<file path="config.mk">
export PLATFORM = sky130hd
export DESIGN_NAME = ppu_pixel_gen
export DESIGN_NICKNAME = d
export VERILOG_FILES = /design/src/rtl/nes_video_pkg.sv /design/src/rtl/ppu_pixel_gen.sv
export SDC_FILE = /design/constraint.sdc
export NUM_CORES = 1
export LEC_CHECK = 0
export BUFFER_PORTS_ARGS = -buffer_cell sky130_fd_sc_hd__clkbuf_2
export CAP_MARGIN = 20
export CORE_AREA = 2 2 47 49
export DETAILED_ROUTE_END_ITERATION = 16
export DIE_AREA = 0 0 49 51
export GPL_ROUTABILITY_DRIVEN = 0
export REMOVE_ABC_BUFFERS = 1
export SYNTH_ARGS = -nofsm -noshare
export SYNTH_HDL_FRONTEND = slang
export SYNTH_SLANG_ARGS = --single-unit
</file>
<file path="constraint.sdc">
create_clock -name clk_ppu -period 2.3 [get_ports clk_ppu]
set_input_delay 0.46 -clock clk_ppu [delete_from_list [all_inputs] [get_ports clk_ppu]]
set_output_delay 0.46 -clock clk_ppu [all_outputs]
set_load 0.05 [all_outputs]
</file>
<file path="src/rtl/nes_video_pkg.sv">
package nes_video_pkg;

    // ******************************
    // Types
    // ******************************
    typedef logic [7:0]  byte_t;
    typedef logic [13:0] vram_addr_t;
    typedef logic [2:0]  reg_sel_t;
    typedef logic [7:0]  pixel_t;
    typedef logic [5:0]  dot_t;
    typedef logic [4:0]  line_t;

    // Phase of the current line, or the whole blanking period
    typedef enum logic [1:0] {
        VISIBLE,    // Visible line, active dots
        POST,       // Visible line, horizontal blank
        VBLANK
    } ctrl_state_t;

    // ******************************
    // Frame timing
    // ******************************
    localparam int DOTS_PER_LINE   = 40;
    localparam int VISIBLE_DOTS    = 32;
    localparam int LINES_PER_FRAME = 30;
    localparam int VISIBLE_LINES   = 24;
    localparam int TILES_PER_ROW   = 4;

    // CPU register numbers
    localparam reg_sel_t REG_CTRL   = 3'd0;
    localparam reg_sel_t REG_STATUS = 3'd2;
    localparam reg_sel_t REG_ADDR   = 3'd6;
    localparam reg_sel_t REG_DATA   = 3'd7;

    localparam logic [1:0] CPU_ACCESS_PHASE = 2'd2;
    localparam int VRAM_INC_ROW = 32;           // Address step with CTRL bit 2 set

    // ******************************
    // Memory map
    // ******************************
    localparam vram_addr_t NT_BASE  = 14'h2000;
    localparam vram_addr_t PAL_BASE = 14'h3F00;
    localparam int NT_SIZE  = 1024;
    localparam int PAL_SIZE = 32;
    localparam int NT_AW    = $clog2(NT_SIZE);
    localparam int PAL_AW   = $clog2(PAL_SIZE);

endpackage
</file>
<file path="src/rtl/ppu_pixel_gen.sv">
`timescale 1ns/10ps

module ppu_pixel_gen (
    input  logic                              clk_ppu,
    input  logic                              arst_n_i,
    input  logic                              fetch_strobe_i,
    input  logic                              visible_i,
    input  nes_video_pkg::byte_t              bus_rdata_i,
    output logic [nes_video_pkg::PAL_AW-1:0]  pal_addr_o,
    input  nes_video_pkg::pixel_t             pal_rdata_i,
    output nes_video_pkg::pixel_t             pixel_o,
    output logic                              pixel_en_o
);

    logic                 fetch_d1_q;
    logic                 visible_d1_q;
    nes_video_pkg::byte_t tile_q;
    nes_video_pkg::byte_t tile;

    // New tile byte is used in the cycle it returns
    assign tile       = fetch_d1_q ? bus_rdata_i : tile_q;
    assign pal_addr_o = tile[nes_video_pkg::PAL_AW-1:0];

    // ******************************
    // Pipeline control
    // ******************************
    always_ff @(posedge clk_ppu or negedge arst_n_i) begin
        if (!arst_n_i) begin
            fetch_d1_q   <= 1'b0;
            visible_d1_q <= 1'b0;
            pixel_en_o   <= 1'b0;
        end else begin
            fetch_d1_q   <= fetch_strobe_i;    // Aligns with VRAM read latency
            visible_d1_q <= visible_i;
            pixel_en_o   <= visible_d1_q;
        end
    end

    always_ff @(posedge clk_ppu) begin
        if (fetch_d1_q) begin
            tile_q <= bus_rdata_i;
        end
        if (visible_d1_q) begin
            pixel_o <= pal_rdata_i;
        end
    end

endmodule

</file>
==> run metrics <==
count of mapped cells out of synthesis 21; highest achievable clock rate 555 MHz; most frequent standard cell in the layout excluding fill and tap cells clkbuf_2; placeable core area around 2100 µm²; element type at the critical path end primary output; post-route fraction of the period consumed by the critical path 78.4%; Post-Route Skew 3.94 ps; Non-Filler Instances 84; count of maximum capacitance violations 0; number of top-level design ports 34; number of remaining DRC errors 0; worst slack, placed 792 ps; Max-slew headroom 78.8%; growth of design area from synthesis to finish 46.9%; die outline height 51 µm; post-layout net count 77; slew at the pin closest to its max-slew limit 318 ps; Leakage 0.319 nW; setup repair after global routing missed its margin false; initial antenna violation count 0; Port Buffer Count 30; maximum fanout along the worst path 5; Min-Delay Path Class primary input to flip-flop; detailed-router iteration count before antenna repair 2; drt initial violations 2; via density per instance 3.61; warnings from Yosys 0; Max VDD drop 0.538 mV; vias in the first global route 290; number of H-tree branching levels 1; WL per Instance between 10 and 15 µm; largest net degree at the start of global routing 10; endpoints failing setup 0; fill cell count 215; dominant cells by area after synthesis edfxtp_1, dfxtp_1, dfrtp_1, mux2_2; post-layout power 0.572 mW; hold slack 285 ps; gr ovfl total 0; Distinct cells, synth 4; critical path arrival 1340 ps; Tot GR Track Use approximately 7%; flop and latch count out of synthesis 16; Finished Core Util 33.6%; result of the run completed; type of the worst setup path flip-flop to primary output; die outline width 49 µm; max-slew violation count 0; power density cells 826 nW/µm²; number of buffers added by the clock tree synthesis step 3; setup ws final ~500 ps; nature of the critical path startpoint flip-flop; cell at the root of the clock tree clkbuf_4; cell count after placement 79; Routed Antenna Nets 0; clock tree from TritonCTS yes; Die Area between 2000 and 2500 µm²; combined area of all synthesized cells 472 µm²; final critical path time including I/O delays and setup 1800 ps; proportion of layout cells with a drive suffix above 1 67.9%; Clock Path Buffers 2; Initial Utilization 22.9%; wire length of the first global-routing pass 1280 µm; top library cells by usage in the layout, fill and taps aside clkbuf_2, edfxtp_1, mux2_2, dfxtp_1; Clock Latency Late Sink 270 ps; DP Area 657 µm²; number of antenna cells inserted 0; Total Negative Setup Slacks 0 ps; number of standard-cell rows in the floorplan 17; overall routed net length roughly 840 µm; largest area contributor in the synthesized netlist edfxtp_1; postcts setup bufs 0; required time at the endpoint of the critical path 1840 ps; CTS sink count 16; number of gates resized after CTS 0; Worst-path clk slew 80 ps; number of hold-slack violations in the final timing report 0; proportion of netlist area held by the largest area contributor approximately 50%; synthesized area per cell approximately 22 µm²; vias after detailed routing between 300 and 400; share of synthesized area occupied by flip-flops and latches between 80% and 90%; final instance area 693 µm²
-- path summary, 6_finish.rpt --
kind	from	slack [ps]	cells past startpoint	end
max	fetch_d1_q	500	2	pal_addr_o[1]
min in group asynchronous	arst_n_i	500	2	fetch_d1_q
min reg2reg	tile_q[2]	480	1	tile_q[2]
max in group asynchronous	arst_n_i	1680	2	pixel_en_o
max reg2reg	fetch_d1_q	1360	1	tile_q[1]
min	visible_i	280	1	visible_d1_q
-- registers in the layout (all words and copies together), names as in the netlist --
name and flops:
pixel_o 8, tile_q 5, pixel_en_o 1, visible_d1_q 1, fetch_d1_q 1
-- metal layers --
layer / share of wire [%] / up-vias / global-route usage [%]
li1: - / 146 / -
met1: 37 / 124 / 5.38
met2: 46 / 33 / 13.7
met3: 17 / 0 / 6.14
met4: 0 / 0 / 1.43
met5: 0 / - / 0
-- critical path: stages, from the launching register on --
cell and delay, ps:
dfrtp_1 450, mux2_2 380, clkbuf_2 240
-- report_power, final --
group	internal, mW	switching (mW)	leakage [nW]
Sequential	0.320	0.00801	0.155
Clock	0.0628	0.0757	0.0154
Combinational	0.0293	0.0761	0.148
-- kinds of logic after synthesis --
| logic type | count (synthesis) | share of synthesized area (%) |
|---|---|---|
| flops | 16 | 88.1 |
| mux | 5 | 11.9 |
-- cells in the mapped netlist, drive strengths merged --
cell    n
dfrtp   3
dfxtp   5
edfxtp  8
mux2    5
-- cell type report --
| type | instances | area [µm²] | share of cell area (%) |
|---|---|---|---|
| clock inverters | 1 | 3.75 | 0.542 |
| flip-flops and latches | 16 | 415 | 59.9 |
| clock buffers | 3 | 22.5 | 3.25 |
| multi-input cells | 5 | 56.3 | 8.12 |
| repair buffers | 31 | 160 | 23.1 |
| well taps | 28 | 35.0 | 5.05 |
-- repair_timing --
item | 4_1_cts | 5_1_grt
hold buffers | 1 | 0
hold endpoints to repair | 3 | 0
setup endpoints to repair | 0 | 0
No activity file was read; power rests on OpenSTA's default activity.
