$ cat config.mk
export PLATFORM = sky130hd
export DESIGN_NAME = ppu_reg_port
export DESIGN_NICKNAME = d
export VERILOG_FILES = /design/src/rtl/nes_video_pkg.sv /design/src/rtl/ppu_reg_port.sv
export SDC_FILE = /design/constraint.sdc
export NUM_CORES = 1
export LEC_CHECK = 0
export BUFFER_PORTS_ARGS = -buffer_cell sky130_fd_sc_hd__buf_2
export CAP_MARGIN = 15
export CORE_MARGIN = 2
export CORE_UTILIZATION = 53
export CTS_BUF_LIST = sky130_fd_sc_hd__clkbuf_16
export DETAILED_ROUTE_END_ITERATION = 8
export PLACE_DENSITY = 0.78
export SYNTH_ARGS = -nofsm -noshare
export SYNTH_HDL_FRONTEND = slang
export SYNTH_SLANG_ARGS = --single-unit
$ cat constraint.sdc
create_clock -name clk_ppu -period 1.8 [get_ports clk_ppu]
set_input_delay 0.18 -clock clk_ppu [delete_from_list [all_inputs] [get_ports clk_ppu]]
set_output_delay 0.18 -clock clk_ppu [all_outputs]
set_load 0.005 [all_outputs]
$ cat src/rtl/nes_video_pkg.sv
package nes_video_pkg;

    // ******************************
    // Types
    // ******************************
    typedef logic [7:0]  byte_t;
    typedef logic [13:0] vram_addr_t;
    typedef logic [2:0]  reg_sel_t;
    typedef logic [7:0]  pixel_t;
    typedef logic [5:0]  dot_t;
    typedef logic [4:0]  line_t;

    // Phase of the current line, or the whole blanking period
    typedef enum logic [1:0] {
        VISIBLE,    // Visible line, active dots
        POST,       // Visible line, horizontal blank
        VBLANK
    } ctrl_state_t;

    // ******************************
    // Frame timing
    // ******************************
    localparam int DOTS_PER_LINE   = 40;
    localparam int VISIBLE_DOTS    = 32;
    localparam int LINES_PER_FRAME = 30;
    localparam int VISIBLE_LINES   = 24;
    localparam int TILES_PER_ROW   = 4;

    // CPU register numbers
    localparam reg_sel_t REG_CTRL   = 3'd0;
    localparam reg_sel_t REG_STATUS = 3'd2;
    localparam reg_sel_t REG_ADDR   = 3'd6;
    localparam reg_sel_t REG_DATA   = 3'd7;

    localparam logic [1:0] CPU_ACCESS_PHASE = 2'd2;
    localparam int VRAM_INC_ROW = 32;           // Address step with CTRL bit 2 set

    // ******************************
    // Memory map
    // ******************************
    localparam vram_addr_t NT_BASE  = 14'h2000;
    localparam vram_addr_t PAL_BASE = 14'h3F00;
    localparam int NT_SIZE  = 1024;
    localparam int PAL_SIZE = 32;
    localparam int NT_AW    = $clog2(NT_SIZE);
    localparam int PAL_AW   = $clog2(PAL_SIZE);

endpackage
$ cat src/rtl/ppu_reg_port.sv
`timescale 1ns/10ps

module ppu_reg_port (
    input  logic                      clk_ppu,
    input  logic                      arst_n_i,
    input  logic [1:0]                cpu_phase_i,
    input  logic                      cpu_cs_i,
    input  logic                      cpu_rw_i,
    input  nes_video_pkg::reg_sel_t   cpu_addr_i,
    input  nes_video_pkg::byte_t      cpu_data_i,
    output nes_video_pkg::byte_t      cpu_data_o,
    input  logic                      vblank_flag_i,
    input  logic                      vram_grant_i,
    input  nes_video_pkg::byte_t      vram_rdata_i,
    output logic                      vram_req_o,
    output logic                      vram_req_we_o,
    output nes_video_pkg::vram_addr_t vram_req_addr_o,
    output nes_video_pkg::byte_t      vram_req_wdata_o,
    output logic                      ctrl_nmi_en_o,
    output logic                      status_read_o
);

    nes_video_pkg::byte_t      ctrl_q;
    logic                      latch_q;        // High ADDR byte already written
    logic [5:0]                addr_hi_q;
    nes_video_pkg::vram_addr_t vram_addr_q;
    nes_video_pkg::byte_t      rd_buf_q;
    logic                      rd_pend_q;      // Refill data arrives this cycle
    logic                      req_q;
    logic                      req_we_q;
    nes_video_pkg::vram_addr_t req_addr_q;
    nes_video_pkg::byte_t      req_wdata_q;

    logic                      cpu_acc;
    logic                      cpu_wr;
    logic                      data_acc;
    logic                      addr_wr;
    nes_video_pkg::vram_addr_t addr_step;

    assign cpu_acc  = cpu_cs_i && (cpu_phase_i == nes_video_pkg::CPU_ACCESS_PHASE);
    assign cpu_wr   = cpu_acc && !cpu_rw_i;
    assign data_acc = cpu_acc && (cpu_addr_i == nes_video_pkg::REG_DATA);
    assign addr_wr  = cpu_wr && (cpu_addr_i == nes_video_pkg::REG_ADDR);
    assign status_read_o = cpu_acc && cpu_rw_i && (cpu_addr_i == nes_video_pkg::REG_STATUS);

    assign addr_step = ctrl_q[2] ? nes_video_pkg::vram_addr_t'(nes_video_pkg::VRAM_INC_ROW)
                                 : nes_video_pkg::vram_addr_t'(1);

    // ******************************
    // CPU read mux
    // ******************************
    always_comb begin
        case (cpu_addr_i)
            nes_video_pkg::REG_CTRL:   cpu_data_o = ctrl_q;
            nes_video_pkg::REG_STATUS: cpu_data_o = {vblank_flag_i, 7'b0};
            nes_video_pkg::REG_DATA:   cpu_data_o = rd_pend_q ? vram_rdata_i : rd_buf_q;
            default:                   cpu_data_o = '0;
        endcase
    end

    always_ff @(posedge clk_ppu or negedge arst_n_i) begin
        if (!arst_n_i) begin
            ctrl_q      <= '0;
            latch_q     <= 1'b0;
            vram_addr_q <= '0;
        end else begin
            if (cpu_wr && (cpu_addr_i == nes_video_pkg::REG_CTRL)) begin
                ctrl_q <= cpu_data_i;
            end
            if (status_read_o) begin
                latch_q <= 1'b0;
            end else if (addr_wr) begin
                latch_q <= !latch_q;
                if (latch_q) begin
                    vram_addr_q <= {addr_hi_q, cpu_data_i};   // Low byte completes the pair
                end
            end
            if (data_acc) begin
                vram_addr_q <= vram_addr_q + addr_step;
            end
        end
    end

    // ******************************
    // VRAM requests
    // ******************************
    always_ff @(posedge clk_ppu or negedge arst_n_i) begin
        if (!arst_n_i) begin
            req_q     <= 1'b0;
            rd_pend_q <= 1'b0;
        end else begin
            if (data_acc) begin
                req_q <= 1'b1;
            end else if (vram_grant_i) begin
                req_q <= 1'b0;
            end
            rd_pend_q <= vram_grant_i && !req_we_q;
        end
    end

    always_ff @(posedge clk_ppu) begin
        if (addr_wr && !latch_q) begin
            addr_hi_q <= cpu_data_i[5:0];
        end
        if (data_acc) begin
            req_we_q    <= !cpu_rw_i;
            req_addr_q  <= vram_addr_q;
            req_wdata_q <= cpu_data_i;
        end
        if (rd_pend_q) begin
            rd_buf_q <= vram_rdata_i;
        end
    end

    assign vram_req_o       = req_q;
    assign vram_req_we_o    = req_we_q;
    assign vram_req_addr_o  = req_addr_q;
    assign vram_req_wdata_o = req_wdata_q;
    assign ctrl_nmi_en_o    = ctrl_q[7];

endmodule

==> impl_metrics.ini, run 1 <==
[clock_network]
numCtsBuffers = 9
clock_tree.root_cell = clkbuf_16
cts.sink_count = 62
path_clk_slew_ns = 0.05
clockBufferDepth = 2
htree_levels = 3
worstSkewPairLatency_ns = 0.32
cts_tree = done

[drt]
routed_via_density = 5.66
routed_wl_mm = 5.78
avgRoutedWirePerCell_um = 17.1
via_count = 1908
firstDrtPassIters = 4
drtAntennaViolNets = 0
drc = 0
drt-initial-drc-count = 99

[final_layout]
num-nets-final = 295
area_growth_pct = 27.8
finalNonFillerCells = 337
final_layout_size_suffix_gt1_share_pct = 40.7
n_fill_cell = 326
diodes = 0

[setup_path]
critPathMaxFanout = 8
max_stage_delay_ns = 0.42
cp_data_arrival_time_ns = 1.95
worst-path-buf-inv = 1
cp.required_ns = 2.00
worst_path_dominant_cell_family = compound AO/OA/AOI/OAI gates
slowest_stage = dfrtp_1
crit_type = reg -> reg
worstSetupStartpointType = flip-flop
crit_chain = ha_1 > nand3_1 > o21bai_1 > buf_4 > a311oi_1 > a221o_1
crit_path_end_kind = flip-flop

[synthesis]
postSynthRegisterBits = 62
ys_types = 49
synth_nets = 218
ys_seq_area_share_pct = 63.5
ys.flop_type = edfxtp_1
synth-async-reset-ratio_pct = 40.3
ys_warn_count = 0
synth-edff-count = 29
syn_avg_cell_area_sq_um = 13.9
synthCells = 188
synthesis.area_sq_mm = 0.00261

[timing]
fin_skew_ns = 0.00451
relSlewSlack_pct = 60.5
finalHoldViolations = 0
clock.fmax_mhz = 572
finalSetupViolCount = 0
slew_viol_final = 0
min_period_ns = 1.75
tightest_slew_ns = 0.593
timing.final.crit_share_pct = 97.1

[floorplanning]
start_util_pct = 55.3
ios = 61
core-area_sq_mm = 0.00472
rows = 25
die_w_um = 74.2
die_h_um = 74.2
dieArea_sq_mm = 0.00550

[global_routing]
globalRouteOverflowTotal = 0
grt_pass1_vias = 1954
track_usage_pct = 23.5
grt_max_degree = 26
antenna_found_initial = 0
grt_pass1_wl_mm = 9.34

[place]
hpwl_mm = 3.90
portBuffers = 60
place.gp.congestion = 0.819
place_inst = 319

[flow_run]
maxCapViolCount = 0

[status]
status = completed

[power]
max-vdd-ir-drop_v = 0.000655
total_power_w = 0.00349
powerDensity_mw_per_mm2 = 1050
p_leak_nw = 1.45

[min_path]
hp-class = in -> reg
-- state kept, by name, indices dropped and copies added (netlist names) --
register          count
ctrl_q                8
rd_pend_q             1
addr_hi_q             6
vram_addr_q          14
vram_req_wdata_o      8
vram_req_we_o         1
latch_q               1
vram_req_addr_o      14
vram_req_o            1
rd_buf_q              8
-- routing by layer --
layer | vias to the layer above | routed length (um) | global-route usage, %
li1 | 889 | - | -
met1 | 921 | 2370 | 28.1
met2 | 73 | 2880 | 37.3
met3 | 25 | 350 | 6.78
met4 | 0 | 184 | 15.4
met5 | - | 0 | 0
-- final timing paths --
path | startpoint | to | slack (ns) | cells past startpoint
setup reg to reg | vram_addr_q[5] | vram_addr_q[7] | 0.05 | 6
min in group asynchronous | arst_n_i | vram_addr_q[2] | 0.40 | 2
max in group asynchronous | arst_n_i | rd_pend_q | 0.97 | 2
setup / recovery | vram_addr_q[5] | vram_addr_q[7] | 0.05 | 6
hold reg to reg | vram_req_we_o | rd_pend_q | 0.42 | 1
hold / removal | vram_grant_i | vram_req_o | 0.06 | 2
-- through the flow --
stage               setup TNS, ns  utilization [%]  hold WS (ns)  setup slack, ns  instance area (sq um)
floorplan                       0                -        -0.116            0.147                   2620
global placement                0             64.1         0.212            0.105                   3030
detailed placement              0             64.1         0.213          0.00577                   3030
CTS                             0             69.7        0.0544           0.0588                   3290
global route              -0.0539             70.6        0.0792          -0.0539                   3340
finish                          0             70.6        0.0571           0.0517                   3340
-- power breakdown --
part           internal (W)  leakage (nW)  switching [W]
Combinational      0.000177         0.650       0.000160
Sequential          0.00161         0.650       0.000110
Clock              0.000897         0.145       0.000539
Total               0.00269          1.45       0.000808
-- cell usage in the layout (no fill, tap or decap), drive strengths merged, types with 3 or more instances in the layout --
| master | n |
|---|---|
| a221o | 4 |
| a22o | 8 |
| a311oi | 5 |
| and3 | 5 |
| buf | 71 |
| clkbuf | 9 |
| dfrtp | 25 |
| dfxtp | 8 |
| edfxtp | 29 |
| ha | 3 |
| inv | 12 |
| mux2 | 18 |
| nand2 | 14 |
| nand3 | 6 |
| nor2 | 8 |
| nor3 | 5 |
| o21ai | 5 |
-- final cells by class --
type | count | area [sq um] | area share, %
multi-input combinational | 113 | 903 | 27.1
clock buffer | 9 | 225 | 6.75
inverter | 7 | 31.3 | 0.938
timing repair buffer | 72 | 405 | 12.2
clock inverter | 7 | 28.8 | 0.863
tap | 67 | 83.8 | 2.51
sequential | 62 | 1660 | 49.7
-- cells by family (layout without fill, tap and decap cells) --
family          Yosys count  in the layout  synth area share (%)
compound gates           38             38                  11.6
simple gates             54             54                  12.4
mux                      18             18                  8.05
buf+inv                  13             95                  3.12
fa+ha+maj                 3              3                  1.44
flops                    62             62                  63.5
-- cell usage after synthesis, types with 2 or more instances --
library cell / instances / share of area (%)
dfrtp_1: 25 / 24
edfxtp_1: 29 / 33
a211oi_1: 2 / 0.58
nand2_1: 12 / 1.7
ha_1: 3 / 1.4
buf_6: 3 / 1.3
o21bai_1: 2 / 0.58
dfxtp_1: 8 / 6.1
nor3_1: 4 / 0.77
inv_1: 6 / 0.86
a221o_1: 4 / 1.5
and3_1: 4 / 0.96
a311oi_1: 5 / 1.7
and2_1: 2 / 0.48
o211ai_1: 2 / 0.58
a22o_1: 8 / 2.7
nand3_1: 6 / 1.2
nand3b_1: 2 / 0.58
o21ai_0: 5 / 0.96
mux2_4: 2 / 1.2
nor2_1: 8 / 1.2
mux2_2: 16 / 6.9
nand4_1: 2 / 0.48
nor3b_1: 2 / 0.58
and4_1: 2 / 0.67
-- worst reg2reg max path: cells and delay by family (launching register included) --
family / cells / cell delay, ns
flip-flops: 1 / 0.42
buffers and inverters: 1 / 0.18
AO/OA/AOI/OAI: 3 / 0.55
adder cells (fa/ha/maj): 1 / 0.35
AND/OR/NAND/NOR: 1 / 0.12
-- what timing repair did --
action	in CTS	in global routing
hold buffers	1	0
pin swaps	0	1
gates resized for setup	2	4
buffers inserted	0	1
setup endpoints to repair	7	5
endpoints found under the hold margin	25	0
No activity file was read; power rests on OpenSTA's default activity.
==> inputs of run 2 (changes only) <==
Settings changed: CELL_PAD_IN_SITES_DETAIL_PLACEMENT from default to 0, CELL_PAD_IN_SITES_GLOBAL_PLACEMENT from default to 1, CORE_UTILIZATION 53 to 43, MAX_ROUTING_LAYER from default to met4.
==> run 2 against run 1 <==
  * Final cell count up 3.0%
  * Clock power rose by 19%
  * Highest routed layer unchanged
  * Die area rose by 22%
  * Largest cell class unchanged
  * Combinational power about the same
  * Count of clock-buffer cells in the layout grew 1
  * Core utilization shrank 12 points
  * Worst hold slack better by 0.0099 ns
  * Sequential power hardly changed
  * Critical path type unchanged
  * Register-to-register slack improved by 0.03 ns
  * Wire length decreased by 0.21%
==> impl_metrics.ini, run 2 (same netlist as run 1, synthesis figures left out) <==
[status]
status = completed

[setup_path]
crit_type = reg -> reg
worstSetupStartpointType = flip-flop
cp_data_arrival_time_ns = 1.91
slowest_stage = dfrtp_1
crit_path_end_kind = flip-flop
path_common_cell = o311ai_2
max_stage_delay_ns = 0.43
cp.required_ns = 1.98
crit_chain = inv_1 > ha_2 > ha_4 > and2_4 > a41oi_2 > o311ai_2 > o311ai_2
r2r.worst_path.cells = 7
critPathMaxFanout = 4

[timing]
finalSetupViolCount = 0
timing.final.crit_share_pct = 95.7
layout_setup_ws_ns = 0.0768
fin_skew_ns = 0.00447
min_period_ns = 1.72
slew_viol_final = 0
relSlewSlack_pct = 58.7
finalHoldViolations = 0
setup_tns_ns = 0
clock.fmax_mhz = 580
tightest_slew_ns = 0.619
rsz0062_at_grt = true
hold_slack_ns = 0.0670

[place]
place_ws_ns = 0.0523
hpwl_mm = 4.06
place.gp.congestion = 0.856
portBuffers = 60
place_area_sq_mm = 0.00306

[power]
switching_power_w = 0.000848
max-vdd-ir-drop_v = 0.000570
powerDensity_mw_per_mm2 = 1100
p_leak_nw = 1.46
seqPwrFrac_pct = 45.6
sw_frac_of_total_pct = 22.5
clkPwrFrac_pct = 45.5
comb_power_share_pct = 9.0
p_int_w = 0.00293

[final_layout]
final_layout_size_suffix_gt1_share_pct = 43.4
layout_common_cells = 60 x buf_2, 29 x edfxtp_1, 24 x dfrtp_1, 16 x mux2_2, 13 x buf_4
final_area_sq_mm = 0.00342
area_growth_pct = 31.2
diodes = 0
layout_commonest_cell = buf_2
n_fill_cell = 485
num-nets-final = 297

[global_routing]
track_usage_pct = 19.2
grt_max_degree = 26
globalRouteOverflowTotal = 0
grt_pass1_wl_mm = 9.10
antenna_found_initial = 0
grt_pass1_vias = 1840

[clock_network]
path_clk_slew_ns = 0.05
clock_tree.root_cell = clkbuf_16
cts_tree = done
worstSkewPairLatency_ns = 0.32
htree_levels = 3
numCtsBuffers = 9
cts.sink_count = 62
clockBufferDepth = 2

[drt]
via_count = 1867
drc = 0
firstDrtPassIters = 4
routed_wl_mm = 5.77
drt-initial-drc-count = 74
avgRoutedWirePerCell_um = 16.6
routed_via_density = 5.38
drtAntennaViolNets = 0

[floorplanning]
rows = 28
start_util_pct = 44.3
die_w_um = 81.9
die_h_um = 81.9
dieArea_sq_mm = 0.00671
ios = 61
core-area_sq_mm = 0.00589

[min_path]
hp-class = in -> reg
hold_depth = 2

[flow_run]
maxCapViolCount = 0
==> run 2: changes by cell type in the layout (fill, tap and decap cells not counted), moves of 2 or more <==
cell | before | now
buf_4 | 10 | 13
o311ai_1 | 2 | 0
inv_1 | 11 | 8
clkinv_2 | 2 | 0
clkinv_1 | 0 | 2
o311ai_2 | 0 | 2
==> run 2: cell type report <==
type | instances | area, sq um | area share [%]
repair buffers | 74 | 408 | 11.9
well taps | 75 | 93.8 | 2.74
multi-input cells | 113 | 931 | 27.2
flip-flops and latches | 62 | 1660 | 48.4
clock buffers | 10 | 250 | 7.31
inverters | 7 | 31.3 | 0.913
clock inverters | 6 | 52.6 | 1.53
==> run 2: final timing paths <==
path	start	endpoint	slack (ns)
max	ctrl_q[2]	vram_addr_q[8]	0.08
min reg2reg	vram_addr_q[13]	vram_req_addr_o[13]	0.46
max in group asynchronous	arst_n_i	rd_pend_q	0.96
max reg2reg	ctrl_q[2]	vram_addr_q[8]	0.08
min in group asynchronous	arst_n_i	vram_req_o	0.40
min	vram_grant_i	vram_req_o	0.07
==> run 2: metal layers <==
metal	GRT usage, %	up-vias	routed length [um]
met5	-	-	0
met4	10.8	0	106
met3	3.30	9	244
met2	30.2	60	2930
met1	23.4	912	2490
li1	-	886	-
==> run 2: repair_timing <==
action,in CTS,in global routing
setup endpoints to repair,1,3
hold buffers,1,0
pin swaps,0,1
resized for setup,1,9
endpoints found under the hold margin,25,0
buffers inserted,0,0
==> run 2: power by group through the flow <==
stage | registers, W | logic, W | clock network (W)
6_report | 0.00172 | 0.000338 | 0.00172
5_1_grt | 0.00174 | 0.000377 | 0.00180
4_1_cts | 0.00171 | 0.000307 | 0.00174
3_5_place_dp | 0.00173 | 0.000302 | 0
3_3_place_gp | 0.00173 | 0.000296 | 0
2_1_floorplan | 0.00170 | 0.000196 | 0
==> run 2: per-stage QoR <==
step / instances / power, W / utilization (%)
4_1_cts: 347 / 0.00375 / 57.3
2_1_floorplan: 188 / 0.00190 / -
3_3_place_gp: 330 / 0.00202 / 52.0
5_1_grt: 347 / 0.00391 / 58.2
6_report: 347 / 0.00378 / 58.2
3_5_place_dp: 330 / 0.00204 / 52.0
==> run 2: critical path, delay by kind of cell (launching register included) <==
family          cells  cell delay [ns]
compound gates      3             0.59
fa+ha+maj           2             0.34
buf+inv             1             0.08
flops               1             0.43
simple gates        1             0.14
