**src/rtl/nes_video_pkg.sv**
```systemverilog
package nes_video_pkg;

    // ******************************
    // Types
    // ******************************
    typedef logic [7:0]  byte_t;
    typedef logic [13:0] vram_addr_t;
    typedef logic [2:0]  reg_sel_t;
    typedef logic [7:0]  pixel_t;
    typedef logic [5:0]  dot_t;
    typedef logic [4:0]  line_t;

    // Phase of the current line, or the whole blanking period
    typedef enum logic [1:0] {
        VISIBLE,    // Visible line, active dots
        POST,       // Visible line, horizontal blank
        VBLANK
    } ctrl_state_t;

    // ******************************
    // Frame timing
    // ******************************
    localparam int DOTS_PER_LINE   = 40;
    localparam int VISIBLE_DOTS    = 32;
    localparam int LINES_PER_FRAME = 30;
    localparam int VISIBLE_LINES   = 24;
    localparam int TILES_PER_ROW   = 4;

    // CPU register numbers
    localparam reg_sel_t REG_CTRL   = 3'd0;
    localparam reg_sel_t REG_STATUS = 3'd2;
    localparam reg_sel_t REG_ADDR   = 3'd6;
    localparam reg_sel_t REG_DATA   = 3'd7;

    localparam logic [1:0] CPU_ACCESS_PHASE = 2'd2;
    localparam int VRAM_INC_ROW = 32;           // Address step with CTRL bit 2 set

    // ******************************
    // Memory map
    // ******************************
    localparam vram_addr_t NT_BASE  = 14'h2000;
    localparam vram_addr_t PAL_BASE = 14'h3F00;
    localparam int NT_SIZE  = 1024;
    localparam int PAL_SIZE = 32;
    localparam int NT_AW    = $clog2(NT_SIZE);
    localparam int PAL_AW   = $clog2(PAL_SIZE);

endpackage
```
**src/rtl/ppu_ctrl.sv**
```systemverilog
`timescale 1ns/10ps

module ppu_ctrl (
    input  logic                      clk_ppu,
    input  logic                      arst_n_i,
    input  logic                      vram_req_i,
    input  logic                      vram_req_we_i,
    input  nes_video_pkg::vram_addr_t vram_req_addr_i,
    input  nes_video_pkg::byte_t      vram_req_wdata_i,
    input  logic                      ctrl_nmi_en_i,
    input  logic                      status_read_i,
    output logic                      vram_grant_o,
    output logic                      vblank_flag_o,
    output nes_video_pkg::vram_addr_t bus_addr_o,
    output logic                      bus_we_o,
    output nes_video_pkg::byte_t      bus_wdata_o,
    output logic                      fetch_strobe_o,
    output logic                      visible_o,
    output logic                      vblank_o,
    output logic                      nmi_o
);

    nes_video_pkg::ctrl_state_t state_q;
    nes_video_pkg::ctrl_state_t state_d;
    nes_video_pkg::dot_t        dot_q;
    nes_video_pkg::line_t       line_q;
    logic                       vblank_flag_q;

    logic                       dot_last;
    logic                       line_last;
    logic                       vblank_start;
    logic                       vblank_end;
    logic                       fetch;
    nes_video_pkg::vram_addr_t  fetch_addr;

    assign dot_last  = dot_q == nes_video_pkg::dot_t'(nes_video_pkg::DOTS_PER_LINE - 1);
    assign line_last = line_q == nes_video_pkg::line_t'(nes_video_pkg::LINES_PER_FRAME - 1);

    // ******************************
    // Line phase FSM
    // ******************************
    always_comb begin
        state_d = state_q;
        case (state_q)
            nes_video_pkg::VISIBLE: begin
                if (dot_q == nes_video_pkg::dot_t'(nes_video_pkg::VISIBLE_DOTS - 1)) begin
                    state_d = nes_video_pkg::POST;
                end
            end
            nes_video_pkg::POST: begin
                if (dot_last) begin
                    if (line_q == nes_video_pkg::line_t'(nes_video_pkg::VISIBLE_LINES - 1)) begin
                        state_d = nes_video_pkg::VBLANK;
                    end else begin
                        state_d = nes_video_pkg::VISIBLE;
                    end
                end
            end
            default: begin
                if (dot_last && line_last) state_d = nes_video_pkg::VISIBLE;
            end
        endcase
    end

    assign vblank_start = (state_q == nes_video_pkg::POST) && (state_d == nes_video_pkg::VBLANK);
    assign vblank_end   = (state_q == nes_video_pkg::VBLANK) && (state_d == nes_video_pkg::VISIBLE);

    always_ff @(posedge clk_ppu or negedge arst_n_i) begin
        if (!arst_n_i) begin
            state_q       <= nes_video_pkg::VISIBLE;
            dot_q         <= '0;
            line_q        <= '0;
            vblank_flag_q <= 1'b0;
        end else begin
            state_q <= state_d;
            if (dot_last) begin
                dot_q  <= '0;
                line_q <= line_last ? '0 : line_q + 1'b1;
            end else begin
                dot_q <= dot_q + 1'b1;
            end
            if (vblank_start) begin
                vblank_flag_q <= 1'b1;
            end else if (status_read_i || vblank_end) begin
                vblank_flag_q <= 1'b0;
            end
        end
    end

    // ******************************
    // VRAM bus arbitration
    // ******************************
    assign fetch = (state_q == nes_video_pkg::VISIBLE) && (dot_q[2:0] == 3'd0);   // Tile start
    assign fetch_addr = nes_video_pkg::NT_BASE
                      + nes_video_pkg::vram_addr_t'(line_q >> 3)
                      * nes_video_pkg::vram_addr_t'(nes_video_pkg::TILES_PER_ROW)
                      + nes_video_pkg::vram_addr_t'(dot_q >> 3);

    assign vram_grant_o = vram_req_i && !fetch;     // Render fetch wins
    assign bus_addr_o   = fetch ? fetch_addr : vram_req_addr_i;
    assign bus_we_o     = vram_grant_o && vram_req_we_i;
    assign bus_wdata_o  = vram_req_wdata_i;

    assign fetch_strobe_o = fetch;
    assign visible_o      = state_q == nes_video_pkg::VISIBLE;
    assign vblank_o       = state_q == nes_video_pkg::VBLANK;
    assign vblank_flag_o  = vblank_flag_q;
    assign nmi_o          = vblank_flag_q && ctrl_nmi_en_i;

endmodule

```
**config.mk**
```make
export PLATFORM = sky130hd
export DESIGN_NAME = ppu_ctrl
export DESIGN_NICKNAME = d
export VERILOG_FILES = /design/src/rtl/nes_video_pkg.sv /design/src/rtl/ppu_ctrl.sv
export SDC_FILE = /design/constraint.sdc
export NUM_CORES = 1
export LEC_CHECK = 0
export BUFFER_PORTS_ARGS = -buffer_cell sky130_fd_sc_hd__buf_2
export CAP_MARGIN = 40
export CORE_MARGIN = 5
export CORE_UTILIZATION = 39
export CTS_BUF_LIST = sky130_fd_sc_hd__clkbuf_4 sky130_fd_sc_hd__clkbuf_8 sky130_fd_sc_hd__clkbuf_16
export DETAILED_ROUTE_END_ITERATION = 10
export PLACE_DENSITY = 0.74
export SETUP_SLACK_MARGIN = 0.1
export SYNTH_ARGS = -nofsm -noshare
export SYNTH_HDL_FRONTEND = slang
export SYNTH_SLANG_ARGS = --single-unit
```
**constraint.sdc**
```tcl
create_clock -name clk_ppu -period 1.6 [get_ports clk_ppu]
set_clock_uncertainty 0.05 [all_clocks]
set_input_delay 0.16 -clock clk_ppu [delete_from_list [all_inputs] [get_ports clk_ppu]]
set_output_delay 0.16 -clock clk_ppu [all_outputs]
set_load 0.005 [all_outputs]
```
==> summary.md, run 1 <==
| Metric | Value |
|---|---|
| I/O Buffers | `40` |
| Slew @ Worst Pin | `0.3123 ns` |
| Critical Path Start Type | `flop` |
| First-pass GRT wire length | `4146 µm` |
| R2R Setup Slk | `0.03 ns` |
| HP Class | `input port to flop` |
| Most frequent cells in the layout | `34 x buf_2, 14 x dfrtp_1, 14 x buf_4, 10 x nor2b_1, 10 x buf_6` |
| Pleak | `0.7501 nW` |
| Register area share after synthesis | `0.3436` |
| Final WS setup | `-0.2737 ns` |
| Synth Instances | `103` |
| Die Span X | `61.14 µm` |
| Routability cong. | `0.8619` |
| N_diodes | `0` |
| Drt total wl | `2838 µm` |
| Final nets | `189` |
| Area of the die | `3737 µm²` |
| Clk sinks | `14` |
| Final Hold Vio Count | `0` |
| FF-to-FF Start | `dot_q[1]` |
| Vias in the first global route | `1035` |
| Capture point of the worst path | `bus_addr_o[2]` |
| Pwr dens | `456.0 nW/µm²` |
| Max Fclk | `533.7 MHz` |
| FP Rows | `18` |
| WHS Path Cells | `2` |
| Mapped Avg Cell Area | `9.900 µm²` |
| Final TNS setup | `-3.393 ns` |
| Yosys warning count | `0` |
| CP required | `1.39 ns` |
| Clock transition at path regs | `0.08 ns` |
| Core Box Area | `2500 µm²` |
| Starting Density | `0.4079` |
| DR WL/cell | `15.42 µm` |
| CTS tree | `yes` |
| Placed Instances | `172` |
| Vias | `963` |
| Slowest stage delay, CP | `0.40 ns` |
| Max_cap viols | `0` |
| Path depth of the worst reg2reg path | `7` |
| FF+latch count, synth | `14` |
| Largest net degree at the start of global routing | `15` |
| Critical path type | `flop to primary output` |
| Final critical path time including I/O delays and setup | `1.874 ns` |
| Area Growth Syn to Fin | `48.59%` |
| Share of cells above drive strength 1 | `0.5519` |
| Clock latency on the worst-skew pair | `0.28 ns` |
| Num CTS Buffers | `3` |
| Slew HR | `0.7918` |
| Synth cell types | `32` |
| ANT nets after route | `0` |
| Total gr overflow | `0` |
| Switch share | `0.2064` |
| Fin cells | `184` |
| Failing checks | `setup timing` |
| Combinational share of power | `0.124` |
| Status | `finished with violations` |
| WP data arrival | `1.66 ns` |
| Vias/cell | `5.234` |
| Slowest CP cell | `dfrtp_1` |
| Post-Syn Area | `1020 µm²` |
| Cell with the most instances on the worst path | `buf_6` |
| Count of filler cells inserted in the layout | `201` |
| Overall power | `0.0006909 W` |
| Gr usage total | `0.1458` |
| Commonest non-fill, non-tap cell in the layout | `buf_2` |
| Seq pwr share | `0.512` |
| DRC errors left | `0` |
| Psw | `0.0001426 W` |
| CTS H-tree lvls | `1` |
| Die Span Y | `61.14 µm` |
| RSZ-0062 raised after global routing | `yes` |
| FF-to-FF End | `state_q[1]` |
| Initial antenna violation count | `0` |
| Crit path from | `dot_q[0]` |
| Final worst-path cycle share | `1.171` |
| Pre-antenna DRT Iters | `4` |
| Final HPWL DP | `2059 µm` |
| Crit path capture type | `primary output` |
| Slew Viols, Final | `0` |
| Synth Net Count | `137` |
| Ports | `57` |
| Crit-path cells | `inv_2 > ha_4 > nor4b_4 > buf_6 > mux2_4 > buf_6` |
| Internal power | `0.0005483 W` |
| Clock network power share | `0.364` |
| Final setup violation count | `17` |
| DR iter-0 viols | `17` |
| Worst VDD drop | `0.4873 mV` |
| Crit Path Max Fanout | `7` |
| CTS Root Cell | `clkbuf_4` |
| Max Buffers Root-to-Sink | `2` |
-- cell families (layout without fill, tap and decap cells) --
kind of cell / after synthesis / after routing / share of synthesized area
DFF: 14 / 14 / 0.3436
buffers and inverters: 18 / 69 / 0.1178
and+or+nand+nor: 41 / 41 / 0.2675
AOI/OAI and AO/OA: 13 / 13 / 0.08711
adders and majority gates: 6 / 6 / 0.07362
muxes: 8 / 8 / 0.08466
xor gates and xnor gates: 3 / 3 / 0.02577
-- metrics by stage --
step / instance area, µm² / setup WS [ns] / hold slack (ns) / util
floorplan: 1020 / 0.07995 / -0.1856 / -
global placement: 1242 / 0.007292 / 0.01601 / 0.4970
CTS: 1388 / -0.3093 / 0.02302 / 0.5551
detailed placement: 1242 / -0.05517 / 0.02754 / 0.4970
global route: 1515 / -0.3668 / 0.03737 / 0.6061
finish: 1515 / -0.2737 / 0.02877 / 0.6061
-- layout make-up --
type	instances	area, µm²	area share
flip-flops and latches	14	350.3	0.2312
repair buffers	59	397.9	0.2626
inverters	6	22.52	0.01486
well taps	30	37.54	0.02477
clock buffers	4	36.28	0.02395
multi-input cells	71	670.6	0.4426
-- flip-flops by register name (all words and copies together) (netlist names) --
name and count:
dot_q 6, line_q 5, vblank_flag_o 1, state_q 2
-- cells in the mapped netlist --
library cell,number,share of area
dfrtp_1,14,0.34
nand3b_4,1,0.020
mux2_2,5,0.055
inv_1,6,0.022
nand4_1,2,0.012
o41ai_1,1,0.0086
nor3_1,1,0.0049
nor4b_4,1,0.023
nand2_1,3,0.011
a21oi_1,1,0.0049
nor4b_1,1,0.0086
or4_1,2,0.015
mux2i_1,3,0.029
a211oi_1,3,0.022
nand2b_4,1,0.013
o32ai_1,1,0.0086
and2b_1,1,0.0074
and2_1,2,0.012
ha_1,6,0.074
nor2_1,6,0.022
o21ai_0,4,0.020
nand2b_1,1,0.0061
or2_2,1,0.0061
nor2b_1,11,0.067
buf_6,2,0.022
buf_4,10,0.074
nand3_1,6,0.029
o31ai_1,2,0.015
and3b_1,1,0.0086
a41oi_1,1,0.0086
xnor2_1,1,0.0086
xor2_1,2,0.017
-- critical path, delay by kind of cell (launching register included) --
family / cells / cell delay (ns)
fa+ha+maj: 1 / 0.12
flops: 1 / 0.40
buf+inv: 3 / 0.38
simple gates: 1 / 0.19
mux: 1 / 0.31
-- power groups by stage --
| stage | sequential (W) | clock, W | combinational, W |
|---|---|---|---|
| 6_report | 0.000353 | 0.000252 | 0.0000857 |
| 5_1_grt | 0.000354 | 0.000277 | 0.0000946 |
| 4_1_cts | 0.000353 | 0.000258 | 0.0000832 |
| 3_5_place_dp | 0.000361 | 0 | 0.0000685 |
| 3_3_place_gp | 0.000361 | 0 | 0.0000674 |
| 2_1_floorplan | 0.000361 | 0 | 0.0000364 |
-- timing repair --
action / CTS / global route
endpoints found under the setup margin: 23 / 24
pin swaps: 1 / 7
gates resized for setup: 14 / 23
endpoints found under the hold margin: 14 / 0
setup buffers: 4 / 3
hold buffers: 1 / 0
-- how the worst min path moves through the flow --
stage,from,end,slack (ns)
after CTS,status_read_i,vblank_flag_o,0.02
after floorplan,arst_n_i,dot_q[0],-0.19
final,status_read_i,vblank_flag_o,0.03
after global placement,arst_n_i,line_q[1],0.02
after detailed placement,arst_n_i,line_q[0],0.03
after global routing,status_read_i,vblank_flag_o,0.04
-- layer usage --
layer  global-route usage  vias up  share of wire
li1                     -      454              -
met1               0.1488      458           0.35
met2               0.2840       45           0.54
met3              0.02725        6          0.098
met4              0.06192        0          0.015
met5                    0        -              0
(Power assumes the default switching activity.)
==> run 2: changes to the inputs <==
- SKIP_LAST_GASP: not set -> 1
==> run 2 against run 1 <==
The run still ends with setup timing left; worst setup slack lost 0.0025 ns; critical path type unchanged; highest routed layer unchanged; sequential share of layout area is 0.12 points higher; critical path depth unchanged; clock-buffer cell count did not move; global-route usage stayed put; die area did not move.
==> summary.md, run 2 (same netlist as run 1, synthesis figures left out) <==
| Metric | Value |
|---|---|
| Hold path start | `status_read_i` |
| Initial antenna violation count | `0` |
| Num CTS Buffers | `3` |
| Combinational share of power | `0.122` |
| FF-to-FF End | `state_q[1]` |
| Hold Path End | `vblank_flag_o` |
| Seq pwr share | `0.511` |
| Path depth of the worst reg2reg path | `7` |
| Commonest non-fill, non-tap cell in the layout | `buf_2` |
| Area Growth Syn to Fin | `47.85%` |
| FP Rows | `18` |
| Max Fclk | `533.0 MHz` |
| WP data arrival | `1.67 ns` |
| First-pass GRT wire length | `4146 µm` |
| Final Hold Vio Count | `0` |
| N_diodes | `0` |
| DR iter-0 viols | `24` |
| Overall power | `0.0006913 W` |
| Area of the die | `3737 µm²` |
| Internal power | `0.0005471 W` |
| CTS Root Cell | `clkbuf_4` |
| I/O Buffers | `40` |
| Pre-antenna DRT Iters | `4` |
| Clk sinks | `14` |
| Final setup violation count | `17` |
| Clock transition at path regs | `0.09 ns` |
| Vias in the first global route | `1035` |
| Pleak | `0.7444 nW` |
| Crit Path Max Fanout | `7` |
| Status | `finished with violations` |
| Largest regs | `dot_q (6), line_q (5), state_q (2)` |
| Placed Instances | `172` |
| Slew Viols, Final | `0` |
| Max Buffers Root-to-Sink | `2` |
| Worst VDD drop | `0.4885 mV` |
| Final WS setup | `-0.2762 ns` |
| Critical Path Start Type | `flop` |
| DRC errors left | `0` |
| Share of cells above drive strength 1 | `0.5455` |
| Die Span X | `61.14 µm` |
| FF-to-FF Start | `dot_q[1]` |
| Max_cap viols | `0` |
| Vias/cell | `5.239` |
| CTS tree | `yes` |
| Design Area, Final | `1508 µm²` |
| DP Worst Slack | `-0.05517 ns` |
| Most frequent cells in the layout | `34 x buf_2, 14 x dfrtp_1, 14 x buf_4, 11 x nor2b_1, 10 x buf_6` |
| Drt total wl | `2832 µm` |
| Count of filler cells inserted in the layout | `202` |
| R2R Setup Slk | `0.03 ns` |
| Final HPWL DP | `2059 µm` |
| ANT nets after route | `0` |
| Largest register FFs | `6` |
| Total gr overflow | `0` |
| Critical path type | `flop to primary output` |
| Gr usage total | `0.1458` |
| DR WL/cell | `15.39 µm` |
| Pwr dens | `458.5 nW/µm²` |
| Final nets | `189` |
| DP Area | `1242 µm²` |
| WHS Path Cells | `2` |
| Largest register by flop count | `dot_q` |
| Die Span Y | `61.14 µm` |
| Core Box Area | `2500 µm²` |
| Clock network power share | `0.367` |
| Vias | `964` |
| RSZ-0062 raised after global routing | `yes` |
| CP required | `1.39 ns` |
| Final critical path time including I/O delays and setup | `1.876 ns` |
| Slew @ Worst Pin | `0.3148 ns` |
| Fin cells | `184` |
| Starting Density | `0.4079` |
| Routability cong. | `0.8619` |
| Failing checks | `setup timing` |
| CTS H-tree lvls | `1` |
| HP Class | `input port to flop` |
| Slew HR | `0.7901` |
| Clock latency on the worst-skew pair | `0.28 ns` |
| Final TNS setup | `-3.418 ns` |
| Psw | `0.0001443 W` |
| Final worst-path cycle share | `1.173` |
| Switch share | `0.2087` |
| Ports | `57` |
| Crit path capture type | `primary output` |
| Largest net degree at the start of global routing | `15` |
run 2: cell types whose count changed in the layout (fill, tap and decap cells not counted):
cell / previous run / this run
nor2b_4: 1 / 0
nor2b_1: 10 / 11
run 2: metal layers:
metal,vias up,global-route usage,share of wire
met5,-,0,0
met4,0,0.06192,0.015
met3,6,0.02725,0.10
met2,45,0.2840,0.53
met1,458,0.1488,0.35
li1,455,-,-
run 2: how the worst max path moves through the flow:
stage                        start             to  slack, ns  cells past startpoint
after global routing      dot_q[0]  bus_addr_o[1]      -0.37                      6
final                     dot_q[0]  bus_addr_o[1]      -0.28                      6
after global placement    dot_q[0]  bus_addr_o[1]      0.007                      6
after floorplan           dot_q[0]  bus_addr_o[0]       0.08                      4
after detailed placement  dot_q[0]  bus_addr_o[0]      -0.06                      6
after CTS                 dot_q[0]  bus_addr_o[4]      -0.31                      6
run 2: layout make-up:
| type | count | area (µm²) | share of cell area |
|---|---|---|---|
| clock buffer | 4 | 36.28 | 0.02407 |
| multi-input combinational | 71 | 663.1 | 0.4398 |
| sequential | 14 | 350.3 | 0.2324 |
| tap | 30 | 37.54 | 0.02490 |
| inverter | 6 | 22.52 | 0.01494 |
| timing repair buffer | 59 | 397.9 | 0.2639 |
run 2: critical path, stage by stage (launching register included):
cell	delay, ns
dfrtp_1	0.40
inv_2	0.08
ha_4	0.12
nor4b_4	0.19
buf_6	0.18
mux2_4	0.31
buf_6	0.12
run 2: power groups by stage:
stage	logic, W	registers, W	clock network (W)
after floorplan	0.0000364	0.000361	0
after global placement	0.0000674	0.000361	0
after detailed placement	0.0000685	0.000361	0
after CTS	0.0000814	0.000353	0.000258
after global routing	0.0000930	0.000354	0.000277
final	0.0000842	0.000353	0.000254
run 2: what timing repair did:
action	in CTS	in global routing
buffers inserted	4	3
hold buffers	1	0
pin swaps	1	6
endpoints found under the hold margin	14	0
setup endpoints to repair	23	24
resized for setup	13	23
run 2: per-stage QoR:
step,util,hold slack (ns)
6_report,0.6031,0.02749
5_1_grt,0.6031,0.03737
4_1_cts,0.5526,0.02302
3_5_place_dp,0.4970,0.02754
3_3_place_gp,0.4970,0.01601
2_1_floorplan,-,-0.1856
